`src/hdl/pd_pkg.sv`:
```
// ======================================
// Shared types and constants for the
// packet decoder. Every RTL stage refers
// to these through pd_pkg:: names.
// ======================================
`default_nettype none

package pd_pkg;

	// Packet kinds after PID classification
	typedef enum logic [2:0]
	{
		pid_in,
		pid_out,
		pid_data0,
		pid_data1,
		pid_bad
	} pid_kind_e;

	// PID bytes, complement nibble on top
	localparam logic [7:0] PID_IN    = 8'h69;
	localparam logic [7:0] PID_OUT   = 8'hE1;
	localparam logic [7:0] PID_DATA0 = 8'hC3;
	localparam logic [7:0] PID_DATA1 = 8'h4B;

	// First body byte of a DATA0 packet
	typedef enum logic [7:0]
	{
		meta_hash      = 8'h01,
		meta_interrupt = 8'h04
	} meta_e;

	localparam int HEADER_BYTES = 64;
	localparam int TARGET_BYTES = 32;

	typedef struct packed
	{
		logic      pkt_start;
		pid_kind_e kind;
		logic      body_strobe;
		logic [7:0] body_data;
		logic      pkt_end;
	} pid_info_t;

	typedef struct packed
	{
		logic out_open;
		logic in_pending;
		logic addr_ok;
		logic token_err;
	} token_state_t;

	typedef struct packed
	{
		logic data_ok;
		logic data_err;
		logic interrupt;
		logic header_valid;
		logic target_valid;
	} payload_status_t;

endpackage

`default_nettype wire

```
`src/hdl/pd_payload.sv`:
```
// ======================================
// Payload stage. Shifts DATA0 header and
// DATA1 target bytes into a staging
// register, checks meta code and length,
// and publishes the hasher inputs.
// ======================================
`timescale 1ns/1ps
`default_nettype none

module pd_payload
(
	input  wire logic                                 tb_clk,
	input  wire logic                                 rst_n,
	input  wire pd_pkg::pid_info_t                    pid_info,
	input  wire pd_pkg::token_state_t                 token,
	output pd_pkg::payload_status_t                   status,
	output logic [pd_pkg::HEADER_BYTES*8-1:0]         data_to_hash,
	output logic [pd_pkg::TARGET_BYTES*8-1:0]         difficulty
);

	localparam logic [6:0] HDR_CNT = 7'(pd_pkg::HEADER_BYTES);
	localparam logic [6:0] TGT_CNT = 7'(pd_pkg::TARGET_BYTES);
	localparam logic [6:0] CNT_MAX = 7'h7F;

	logic                              meta_seen;
	pd_pkg::meta_e                     meta_q;
	logic [6:0]                        byte_cnt;
	logic [pd_pkg::HEADER_BYTES*8-1:0] stage;
	logic                              is_data;
	logic                              is_data0;
	logic                              meta_slot;
	logic                              hash_ok;
	logic                              intr_ok;
	logic                              data_ok;

	assign is_data0  = (pid_info.kind == pd_pkg::pid_data0);
	assign is_data   = is_data0 || (pid_info.kind == pd_pkg::pid_data1);
	assign meta_slot = is_data0 && !meta_seen;

	always_ff @(posedge tb_clk)
	begin
		if (!rst_n)
		begin
			meta_seen <= 1'b0;
			byte_cnt  <= '0;
		end
		else if (pid_info.pkt_start)
		begin
			meta_seen <= 1'b0;
			byte_cnt  <= '0;
		end
		else if (pid_info.body_strobe && is_data)
		begin
			if (meta_slot)
				meta_seen <= 1'b1;
			else if (byte_cnt != CNT_MAX)
				byte_cnt <= byte_cnt + 7'd1;
		end
	end

	// Most significant byte arrives first
	always_ff @(posedge tb_clk)
	begin
		if (pid_info.body_strobe && is_data)
		begin
			if (meta_slot)
				meta_q <= pd_pkg::meta_e'(pid_info.body_data);
			else
				stage <= {stage[pd_pkg::HEADER_BYTES*8-9:0], pid_info.body_data};
		end
	end

	assign hash_ok = meta_seen && (meta_q == pd_pkg::meta_hash) && (byte_cnt == HDR_CNT);
	assign intr_ok = meta_seen && (meta_q == pd_pkg::meta_interrupt) && (byte_cnt == 7'd0);

	always_comb
	begin
		case (pid_info.kind)
			pd_pkg::pid_data0: data_ok = token.out_open && (hash_ok || intr_ok);
			pd_pkg::pid_data1: data_ok = token.out_open && (byte_cnt == TGT_CNT);
			default:           data_ok = 1'b0;
		endcase
	end

	// Levels, read by the response stage at pkt_end
	assign status = '{data_ok: data_ok,
		data_err: is_data && !data_ok,
		interrupt: data_ok && is_data0 && intr_ok,
		header_valid: data_ok && is_data0 && hash_ok,
		target_valid: data_ok && (pid_info.kind == pd_pkg::pid_data1)};

	always_ff @(posedge tb_clk)
	begin
		if (!rst_n)
		begin
			data_to_hash <= '0;
			difficulty   <= '0;
		end
		else if (pid_info.pkt_end)
		begin
			if (status.header_valid)
				data_to_hash <= stage;
			// Target sits in the low end after 32 shifts
			if (status.target_valid)
				difficulty <= stage[pd_pkg::TARGET_BYTES*8-1:0];
		end
	end

endmodule

`default_nettype wire

```
`src/hdl/pd_pid_decode.sv`:
```
// ======================================
// First stage of the packet decoder.
// Finds the PID byte of each packet,
// checks and classifies it, and forwards
// body bytes and end of packet.
// ======================================
`timescale 1ns/1ps
`default_nettype none

module pd_pid_decode
(
	input  wire logic              tb_clk,
	input  wire logic              rst_n,
	input  wire logic              write_enable,
	input  wire logic [7:0]        rx_data,
	input  wire logic              eop,
	output pd_pkg::pid_info_t      pid_info,
	output pd_pkg::pid_kind_e      packet_type,
	output logic                   p_error
);

	logic              first_byte;
	logic              pkt_start_q;
	logic              body_strobe_q;
	logic [7:0]        body_data_q;
	logic              pkt_end_q;
	pd_pkg::pid_kind_e kind_q;
	pd_pkg::pid_kind_e pid_class;

	// Nibble check first, then the known codes
	function automatic pd_pkg::pid_kind_e classify(input logic [7:0] code);
		pd_pkg::pid_kind_e kind;
		kind = pd_pkg::pid_bad;
		if (code[7:4] == ~code[3:0])
		begin
			case (code)
				pd_pkg::PID_IN:    kind = pd_pkg::pid_in;
				pd_pkg::PID_OUT:   kind = pd_pkg::pid_out;
				pd_pkg::PID_DATA0: kind = pd_pkg::pid_data0;
				pd_pkg::PID_DATA1: kind = pd_pkg::pid_data1;
				default:           kind = pd_pkg::pid_bad;
			endcase
		end
		return kind;
	endfunction

	assign pid_class = classify(rx_data);

	always_ff @(posedge tb_clk)
	begin
		if (!rst_n)
		begin
			first_byte    <= 1'b1;
			pkt_start_q   <= 1'b0;
			body_strobe_q <= 1'b0;
			pkt_end_q     <= 1'b0;
			kind_q        <= pd_pkg::pid_bad;
			packet_type   <= pd_pkg::pid_bad;
			p_error       <= 1'b0;
		end
		else
		begin
			pkt_start_q   <= write_enable && first_byte;
			body_strobe_q <= write_enable && !first_byte;
			pkt_end_q     <= eop;
			if (eop)
				first_byte <= 1'b1;
			else if (write_enable)
				first_byte <= 1'b0;
			if (write_enable && first_byte)
			begin
				kind_q      <= pid_class;
				packet_type <= pid_class;
				p_error     <= (pid_class == pd_pkg::pid_bad);
			end
		end
	end

	// Body byte is only meaningful with its strobe
	always_ff @(posedge tb_clk)
	begin
		if (write_enable)
			body_data_q <= rx_data;
	end

	assign pid_info = '{pkt_start: pkt_start_q, kind: kind_q, body_strobe: body_strobe_q,
		body_data: body_data_q, pkt_end: pkt_end_q};

endmodule

`default_nettype wire

```
`src/hdl/pd_response.sv`:
```
// ======================================
// Response stage. Answers every packet
// with ack or nack, starts the hasher
// once header and target are both held,
// and tracks the hasher's result.
// ======================================
`timescale 1ns/1ps
`default_nettype none

module pd_response
(
	input  wire logic                    tb_clk,
	input  wire logic                    rst_n,
	input  wire pd_pkg::pid_info_t       pid_info,
	input  wire pd_pkg::token_state_t    token,
	input  wire pd_pkg::payload_status_t status,
	input  wire logic                    hash_done,
	output logic                         transmit_ack,
	output logic                         transmit_nack,
	output logic                         rcv_error,
	output logic                         new_block,
	output logic                         hash_abort,
	output logic                         host_ready
);

	logic result_pending;
	logic hdr_held;
	logic tgt_held;
	logic hdr_next;
	logic tgt_next;

	assign hdr_next = hdr_held || (pid_info.pkt_end && status.header_valid);
	assign tgt_next = tgt_held || (pid_info.pkt_end && status.target_valid);

	always_ff @(posedge tb_clk)
	begin
		if (!rst_n)
		begin
			transmit_ack   <= 1'b0;
			transmit_nack  <= 1'b0;
			rcv_error      <= 1'b0;
			new_block      <= 1'b0;
			hash_abort     <= 1'b0;
			host_ready     <= 1'b1;
			result_pending <= 1'b0;
			hdr_held       <= 1'b0;
			tgt_held       <= 1'b0;
		end
		else
		begin
			transmit_ack  <= 1'b0;
			transmit_nack <= 1'b0;
			rcv_error     <= 1'b0;
			new_block     <= 1'b0;
			hash_abort    <= 1'b0;

			if (hash_done)
			begin
				result_pending <= 1'b1;
				host_ready     <= 1'b1;
			end

			if (pid_info.pkt_end)
			begin
				if (pid_info.kind == pd_pkg::pid_bad)
					transmit_nack <= 1'b1;
				else if (token.token_err || status.data_err)
				begin
					transmit_nack <= 1'b1;
					rcv_error     <= 1'b1;
				end
				else if (token.in_pending)
				begin
					// IN is acked only with a result to hand over
					transmit_ack   <= result_pending;
					transmit_nack  <= !result_pending;
					result_pending <= 1'b0;
				end
				else if (token.addr_ok || status.data_ok)
					transmit_ack <= 1'b1;
				else
					transmit_nack <= 1'b1;

				if (status.interrupt)
				begin
					hash_abort <= 1'b1;
					host_ready <= 1'b1;
				end
			end

			// Both halves of the block consumed together
			if (host_ready && hdr_next && tgt_next)
			begin
				new_block  <= 1'b1;
				host_ready <= 1'b0;
				hdr_held   <= 1'b0;
				tgt_held   <= 1'b0;
			end
			else
			begin
				hdr_held <= hdr_next;
				tgt_held <= tgt_next;
			end
		end
	end

endmodule

`default_nettype wire

```
`src/hdl/pd_token_check.sv`:
```
// ======================================
// Token stage. Matches the address byte
// of IN and OUT tokens against DEV_ADDR
// and keeps the OUT transaction open for
// the DATA packet that follows it.
// ======================================
`timescale 1ns/1ps
`default_nettype none

module pd_token_check
#(
	parameter logic [6:0] DEV_ADDR = 7'h15
)
(
	input  wire logic                 tb_clk,
	input  wire logic                 rst_n,
	input  wire pd_pkg::pid_info_t    pid_info,
	output pd_pkg::token_state_t      token
);

	logic addr_seen;
	logic addr_ok;
	logic out_open;
	logic is_token;

	assign is_token = (pid_info.kind == pd_pkg::pid_in) || (pid_info.kind == pd_pkg::pid_out);

	always_ff @(posedge tb_clk)
	begin
		if (!rst_n)
		begin
			addr_seen <= 1'b0;
			addr_ok   <= 1'b0;
			out_open  <= 1'b0;
		end
		else
		begin
			if (pid_info.pkt_start)
			begin
				addr_seen <= 1'b0;
				addr_ok   <= 1'b0;
			end
			else if (pid_info.body_strobe && is_token && !addr_seen)
			begin
				// Only the first body byte carries the address
				addr_seen <= 1'b1;
				addr_ok   <= (pid_info.body_data[6:0] == DEV_ADDR);
			end

			// Any packet other than a good OUT closes the transaction
			if (pid_info.pkt_end)
				out_open <= (pid_info.kind == pd_pkg::pid_out) && addr_ok;
		end
	end

	assign token = '{out_open: out_open,
		in_pending: (pid_info.kind == pd_pkg::pid_in) && addr_ok,
		addr_ok: addr_ok,
		token_err: is_token && !addr_ok};

endmodule

`default_nettype wire

```
`src/hdl/pd_top.sv`:
```
// ======================================
// Packet decoder top level. Takes bytes
// and end-of-packet pulses from the
// serial front end and drives the ack
// lines and the hasher interface.
// ======================================
`timescale 1ns/1ps
`default_nettype none

module pd_top
#(
	parameter logic [6:0] DEV_ADDR = 7'h15
)
(
	input  wire logic                                 tb_clk,
	input  wire logic                                 rst_n,
	input  wire logic                                 write_enable,
	input  wire logic [7:0]                           rx_data,
	input  wire logic                                 eop,
	input  wire logic                                 hash_done,
	output pd_pkg::pid_kind_e                         packet_type,
	output logic                                      p_error,
	output logic                                      rcv_error,
	output logic                                      transmit_ack,
	output logic                                      transmit_nack,
	output logic                                      new_block,
	output logic                                      host_ready,
	output logic                                      hash_abort,
	output logic [pd_pkg::HEADER_BYTES*8-1:0]         data_to_hash,
	output logic [pd_pkg::TARGET_BYTES*8-1:0]         difficulty
);

	pd_pkg::pid_info_t       pid_info;
	pd_pkg::token_state_t    token;
	pd_pkg::payload_status_t status;

	pd_pid_decode pd_pid_decode_i
	(
		.tb_clk       (tb_clk),
		.rst_n        (rst_n),
		.write_enable (write_enable),
		.rx_data      (rx_data),
		.eop          (eop),
		.pid_info     (pid_info),
		.packet_type  (packet_type),
		.p_error      (p_error)
	);

	pd_token_check #(.DEV_ADDR(DEV_ADDR)) pd_token_check_i
	(
		.tb_clk   (tb_clk),
		.rst_n    (rst_n),
		.pid_info (pid_info),
		.token    (token)
	);

	pd_payload pd_payload_i
	(
		.tb_clk       (tb_clk),
		.rst_n        (rst_n),
		.pid_info     (pid_info),
		.token        (token),
		.status       (status),
		.data_to_hash (data_to_hash),
		.difficulty   (difficulty)
	);

	pd_response pd_response_i
	(
		.tb_clk        (tb_clk),
		.rst_n         (rst_n),
		.pid_info      (pid_info),
		.token         (token),
		.status        (status),
		.hash_done     (hash_done),
		.transmit_ack  (transmit_ack),
		.transmit_nack (transmit_nack),
		.rcv_error     (rcv_error),
		.new_block     (new_block),
		.hash_abort    (hash_abort),
		.host_ready    (host_ready)
	);

endmodule

`default_nettype wire

```
`config.mk`:
```
export PLATFORM = sky130hd
export DESIGN_NAME = pd_top
export DESIGN_NICKNAME = d
export VERILOG_FILES = /design/src/hdl/pd_pkg.sv /design/src/hdl/pd_payload.sv /design/src/hdl/pd_pid_decode.sv /design/src/hdl/pd_response.sv /design/src/hdl/pd_token_check.sv /design/src/hdl/pd_top.sv
export SDC_FILE = /design/constraint.sdc
export NUM_CORES = 2
export LEC_CHECK = 0
export BUFFER_PORTS_ARGS = -buffer_cell sky130_fd_sc_hd__buf_2
export CAP_MARGIN = 25
export CORE_AREA = 2 2 310 312
export DETAILED_ROUTE_END_ITERATION = 16
export DIE_AREA = 0 0 312 314
export PLACE_DENSITY = 0.68
export SLEW_MARGIN = 20
export SYNTH_ARGS = -nofsm -noshare
export SYNTH_HDL_FRONTEND = slang
export SYNTH_SLANG_ARGS = --single-unit
```
`constraint.sdc`:
```
create_clock -name tb_clk -period 31.3 [get_ports tb_clk]
set_input_delay 3.13 -clock tb_clk [delete_from_list [all_inputs] [get_ports tb_clk]]
set_output_delay 3.13 -clock tb_clk [all_outputs]
set_load 0.03 [all_outputs]
```
After elaboration in Yosys (flattened, before gate mapping)
Index checks and enable logic that the tools add are counted.
{ "op_classes": {"n_addsub": 1, "n_mul": 0, "div": 0, "magnitude_cmp": 0, "n_eq_ne": 16, "shift": 0, "mux": 21, "n_bitwise": 4, "n_reduce_logical": 50} }
{ "ops": {"columns": ["operator", "n"], "rows": [
  ["$logic_and A1 B1 Y1", 24],
  ["$mux W1", 18],
  ["$eq A8 B7 Y1 const B", 2],
  ["$eq A8 B8 Y1 const B", 2],
  ["$pmux W3 S4", 1],
  ["$reduce_and A2 Y1", 5],
  ["$eq A8 B1 Y1 const B", 1],
  ["$eq A8 B3 Y1 const B", 1],
  ["$add A7 B1 Y7 const B", 1],
  ["$eq A7 B5 Y1 const B", 1],
  ["$eq A7 B6 Y1 const B", 1],
  ["$eq A7 B7 Y1 const B", 1],
  ["$logic_not A7 Y1", 1],
  ["$logic_or A1 B1 Y1", 7],
  ["$ne A7 B7 Y1 const B", 1],
  ["$eq A3 B2 Y1 const B", 2],
  ["$eq A3 B3 Y1 const B", 2],
  ["$logic_not A1 Y1", 6],
  ["$reduce_or A2 Y1", 3],
  ["$eq A4 B4 Y1", 1],
  ["$not A4 Y4", 1],
  ["$reduce_or A4 Y1", 1],
  ["$eq A3 B1 Y1 const B", 1],
  ["$logic_not A3 Y1", 1],
  ["5 further kinds", 7]
]} }
{ "word_totals": {"ff_bits": 1324, "latchBits": 0, "ram_bits": 0, "rom_bits": 0, "in_bits": 13, "out_inout_bits": 778, "word_cells": 117, "memories": 0} }

Longest topological paths before layout
{ "logic_depth": {"depth_word": 13, "depth_mapped": 10, "mapped_depth_nobuf": 7} }

Modules after synthesis
From an unflattened synthesis, not the netlist that was laid out.
{ "hier_totals": {"cells_unflattened": 4028, "hier_area_um2": 47151.5} }
{ "modules_own_cells": {"columns": ["mod", "n_inst", "cells_per_inst", "area_each_um2", "seq_area_each_um2"], "rows": [
  ["pd_payload", 1, 3927, 45999.1, 31149.9],
  ["pd_pid_decode", 1, 48, 640.6, 400.4],
  ["pd_response", 1, 32, 335.3, 180.2],
  ["pd_token_check", 1, 21, 176.4, 60.1]
]} }

Worst setup path before layout
No wires, ideal clock.
{ "synth_path": {"path_type": "register -> register", "startpoint": "register pd_pid_decode_i.packet_type[0] (netlist name)", "endpoint": "register pd_payload_i.byte_cnt[0]", "setup_ns": 0.140, "arrival_time_ns": 24.508, "required_time_ns": 31.160, "setup_slack_ns": 6.652, "stages_incl_launch_ff": 7, "n_path_buf": 1, "synth_period_minus_slack_ns": 24.648, "path_cell_list": "dfxtp_1 buf_2 nor2_1 nor2_1 nand2_1 xnor2_1 nor2_1"} }
{ "synth_lines": {"columns": ["element", "line", "rtl"], "rows": [
  ["end signal, assigned", "pd_payload.sv:57", "byte_cnt <= byte_cnt + 7'd1;"],
  ["end, declared", "pd_payload.sv:27", "logic [6:0] byte_cnt;"]
]} }

Worst setup path after layout
{ "layout_path": {"startpoint": "input port rst_n", "endpoint": "register pd_payload_i.data_to_hash[371] in the netlist's numbering"} }
{ "layout_lines": {"columns": ["element", "line", "rtl"], "rows": [
  ["start, declared", "pd_top.sv:16", "input wire logic rst_n,"],
  ["end signal, assigned", "pd_payload.sv:102", "data_to_hash <= stage;"],
  ["end, declared", "pd_payload.sv:17", "output logic [pd_pkg::HEADER_BYTES*8-1:0] data_to_hash,"]
]} }
No word-level cell between the ends.

==> results_dict.tcl <==
set metrics [dict create \
    dr.pass1.iters 6 \
    synthArstFlopShare_pct 0 \
    setup_violations 0 \
    drc 0 \
    die_area_mm2 0.09797 \
    antenna_found_initial 1 \
    cts_tree "yes" \
    worst_slack_ns 25.26 \
    grt_max_degree 230 \
    synth_cells 4009 \
    crit_required_ns 31.86 \
    multi_input_area_mm2 0.01032 \
    synthTopCellsByArea "dfxtp_1 (37%), edfxtp_1 (37%), nand2_1 (13%)" \
    endpoint_kind "flop" \
    slew-limit-headroom_pct 15.22 \
    hp-class "reg -> reg" \
    critical_path.startpoint_type "input pin" \
    yosysTopAreaCell "dfxtp_1" \
    clock-root-buffer "clkbuf_16" \
    ys.flop_type "dfxtp_1" \
    h-tree-depth 4 \
    ir_drop_v 0.00006488 \
    start_util_pct 45.78 \
    hpwl_um 78330 \
    routedWlPerCell_um 19.96 \
    seq_area_frac_synth_pct 73.52 \
    route.vias.total 31240 \
    ant_nets 0 \
    grt_pass1_wl_um 177900 \
    rsz0062_at_grt "no" \
    ctsLongestPathBuffers 3 \
    p_leak_nw 19.23 \
    synth_edf_count 528 \
    numCtsBuffers 136 \
    hold_viol 0 \
    holdBufCountCts 0 \
    post-place-ws_ns 24.56 \
    avgSynthCellArea_um2 10.79 \
    drive_above_1_share_pct 21.30 \
    fin_nets 4722 \
    fmax_mhz 165.6 \
    grt_pass1_vias 28950 \
    register_area_mm2 0.03179 \
    ys_warn_count 0 \
    insertion_delay_ns 0.74 \
    timing.final.max_slew_violations 0 \
    finClkSkew_ns 0.03533 \
    portBuffers 790 \
    diodes 0 \
    power_density_mw_per_mm2 64.79 \
    maxCapViolCount 0 \
    post-route-period-util_pct 19.29 \
    gr-total-overflow 0 \
    synth_nets 4024 \
    cts_num_sinks 1324 \
    synth.distinct_cells 44 \
    synth_area_mm2 0.04324 \
    area_delta_synth_final_pct 21.31 \
    grt_util_all_layers_pct 23.69 \
    core_mm2 0.09445 \
    dieWidth_um 312 \
    dr.first_iter.drc_count 3024 \
    num_rows 113 \
    avgViaCountPerCell 5.138 \
    yosysTopAreaCellShare_pct 36.85 \
    postCtsSetupBuffers 0 \
    fill_cells 8161 \
    rrSetupSlack_ns 25.98 \
    place_congestion 0.8600 \
    most-common-layout-cells "nand2_1 (1546), dfxtp_1 (796), buf_2 (791)" \
    critPathArrivalTime_ns 6.60 \
    postCtsResizedCells 0 \
    status "completed" \
    ios 791 \
    ys_seq_elements 1324 \
    fin_crit_ns 6.038 \
    path_class "in -> reg" \
    fp.dieH_um 314 \
    critPathMaxFanout 229 \
    finalWirelength_um 121400 \
    final_common_cell "nand2_1" \
    tns_ns 0 \
    worst_pin_slew_ns 1.272 \
    cts.clk_slew.worst_paths_ns 0.06 \
]
[worst paths after layout]
kind	from	endpoint	cells after the start
max	rst_n	pd_payload_i.data_to_hash[371]	6
min	pd_payload_i.stage[420]	pd_payload_i.stage[428]	0
max reg2reg	pd_pid_decode_i.packet_type[1]	pd_payload_i.data_to_hash[449]	8
min reg2reg	pd_payload_i.stage[420]	pd_payload_i.stage[428]	0
[layer usage]
layer	routed length (um)	GRT usage, %	vias to the layer above
li1	-	-	14770
met1	48040	29.81	14970
met2	57110	37.62	1254
met3	10120	6.403	255
met4	6123	12.26	0
met5	0	0	-
[logic make-up (layout without fill, tap and decap cells)]
logic type               after synthesis  count (layout)  share of synthesized area (%)
multiplexers                           1               1                        0.02604
AO/OA/AOI/OAI                        794             794                          9.280
XOR/XNOR                               5               5                         0.1013
AND/OR/NAND/NOR                     1613            1613                          14.36
adder cells (fa/ha/maj)                2               2                        0.05786
flip-flops                          1324            1324                          73.52
buffers and inverters                270            1077                          2.656
[flip-flops by register name, summed over array words and instances (netlist names), 3 cells and up]
name,flops
pd_payload_i.difficulty,256
pd_payload_i.byte_cnt,7
pd_pid_decode_i.body_data_q,8
pd_pid_decode_i.packet_type,3
pd_payload_i.meta_q,8
pd_payload_i.stage,512
pd_payload_i.data_to_hash,512
[synth_stat cells, drive strengths merged (2+ instances only)]
cell type / n
nand3b: 2
nand4bb: 2
and3: 3
edfxtp: 528
nor4b: 2
o21ai: 5
nor3b: 4
nand4: 5
xor2: 4
clkbuf: 158
nand2b: 7
nand2: 1546
inv: 8
dfxtp: 796
or4: 2
nor2: 21
a31oi: 3
nor4: 3
ha: 2
nor2b: 3
nor3: 4
nand3: 4
buf: 104
a21oi: 777
[critical path, cell delays in order]
cell     delay [ns]
buf_2          0.19
inv_8          0.54
buf_12         0.63
buf_4          0.75
buf_4          0.77
a21oi_1        0.10
[through the flow]
step	hold slack (ns)	power (mW)	std cells	utilization [%]	area (um2)
4_1_cts	0.4376	3.427	6077	55.45	52370
3_3_place_gp	0.4287	1.841	5830	50.77	47950
5_1_grt	0.4513	3.498	6081	55.54	52460
3_5_place_dp	0.4322	1.841	5830	50.77	47950
2_1_floorplan	0.4215	1.834	4009	-	43240
6_report	0.4254	3.399	6081	55.54	52460
[area by class of cell]
| cell class | instances | area share [%] |
|---|---|---|
| well taps | 1265 | 3.017 |
| clock inverters | 38 | 0.7442 |
| repair buffers | 822 | 8.193 |
| multi-input cells | 2415 | 19.68 |
| inverters | 8 | 0.07156 |
| flip-flops and latches | 1324 | 60.60 |
| clock buffers | 209 | 7.690 |
[power by group]
group | leakage, nW | switching, mW | internal (mW) | total, mW
Sequential | 10.8 | 0.00112 | 1.78 | 1.78
Clock | 2.17 | 0.663 | 0.932 | 1.60
Combinational | 6.31 | 0.0191 | 0.00245 | 0.0216
Total | 19.2 | 0.683 | 2.72 | 3.40
No activity file was read; power rests on OpenSTA's default activity.
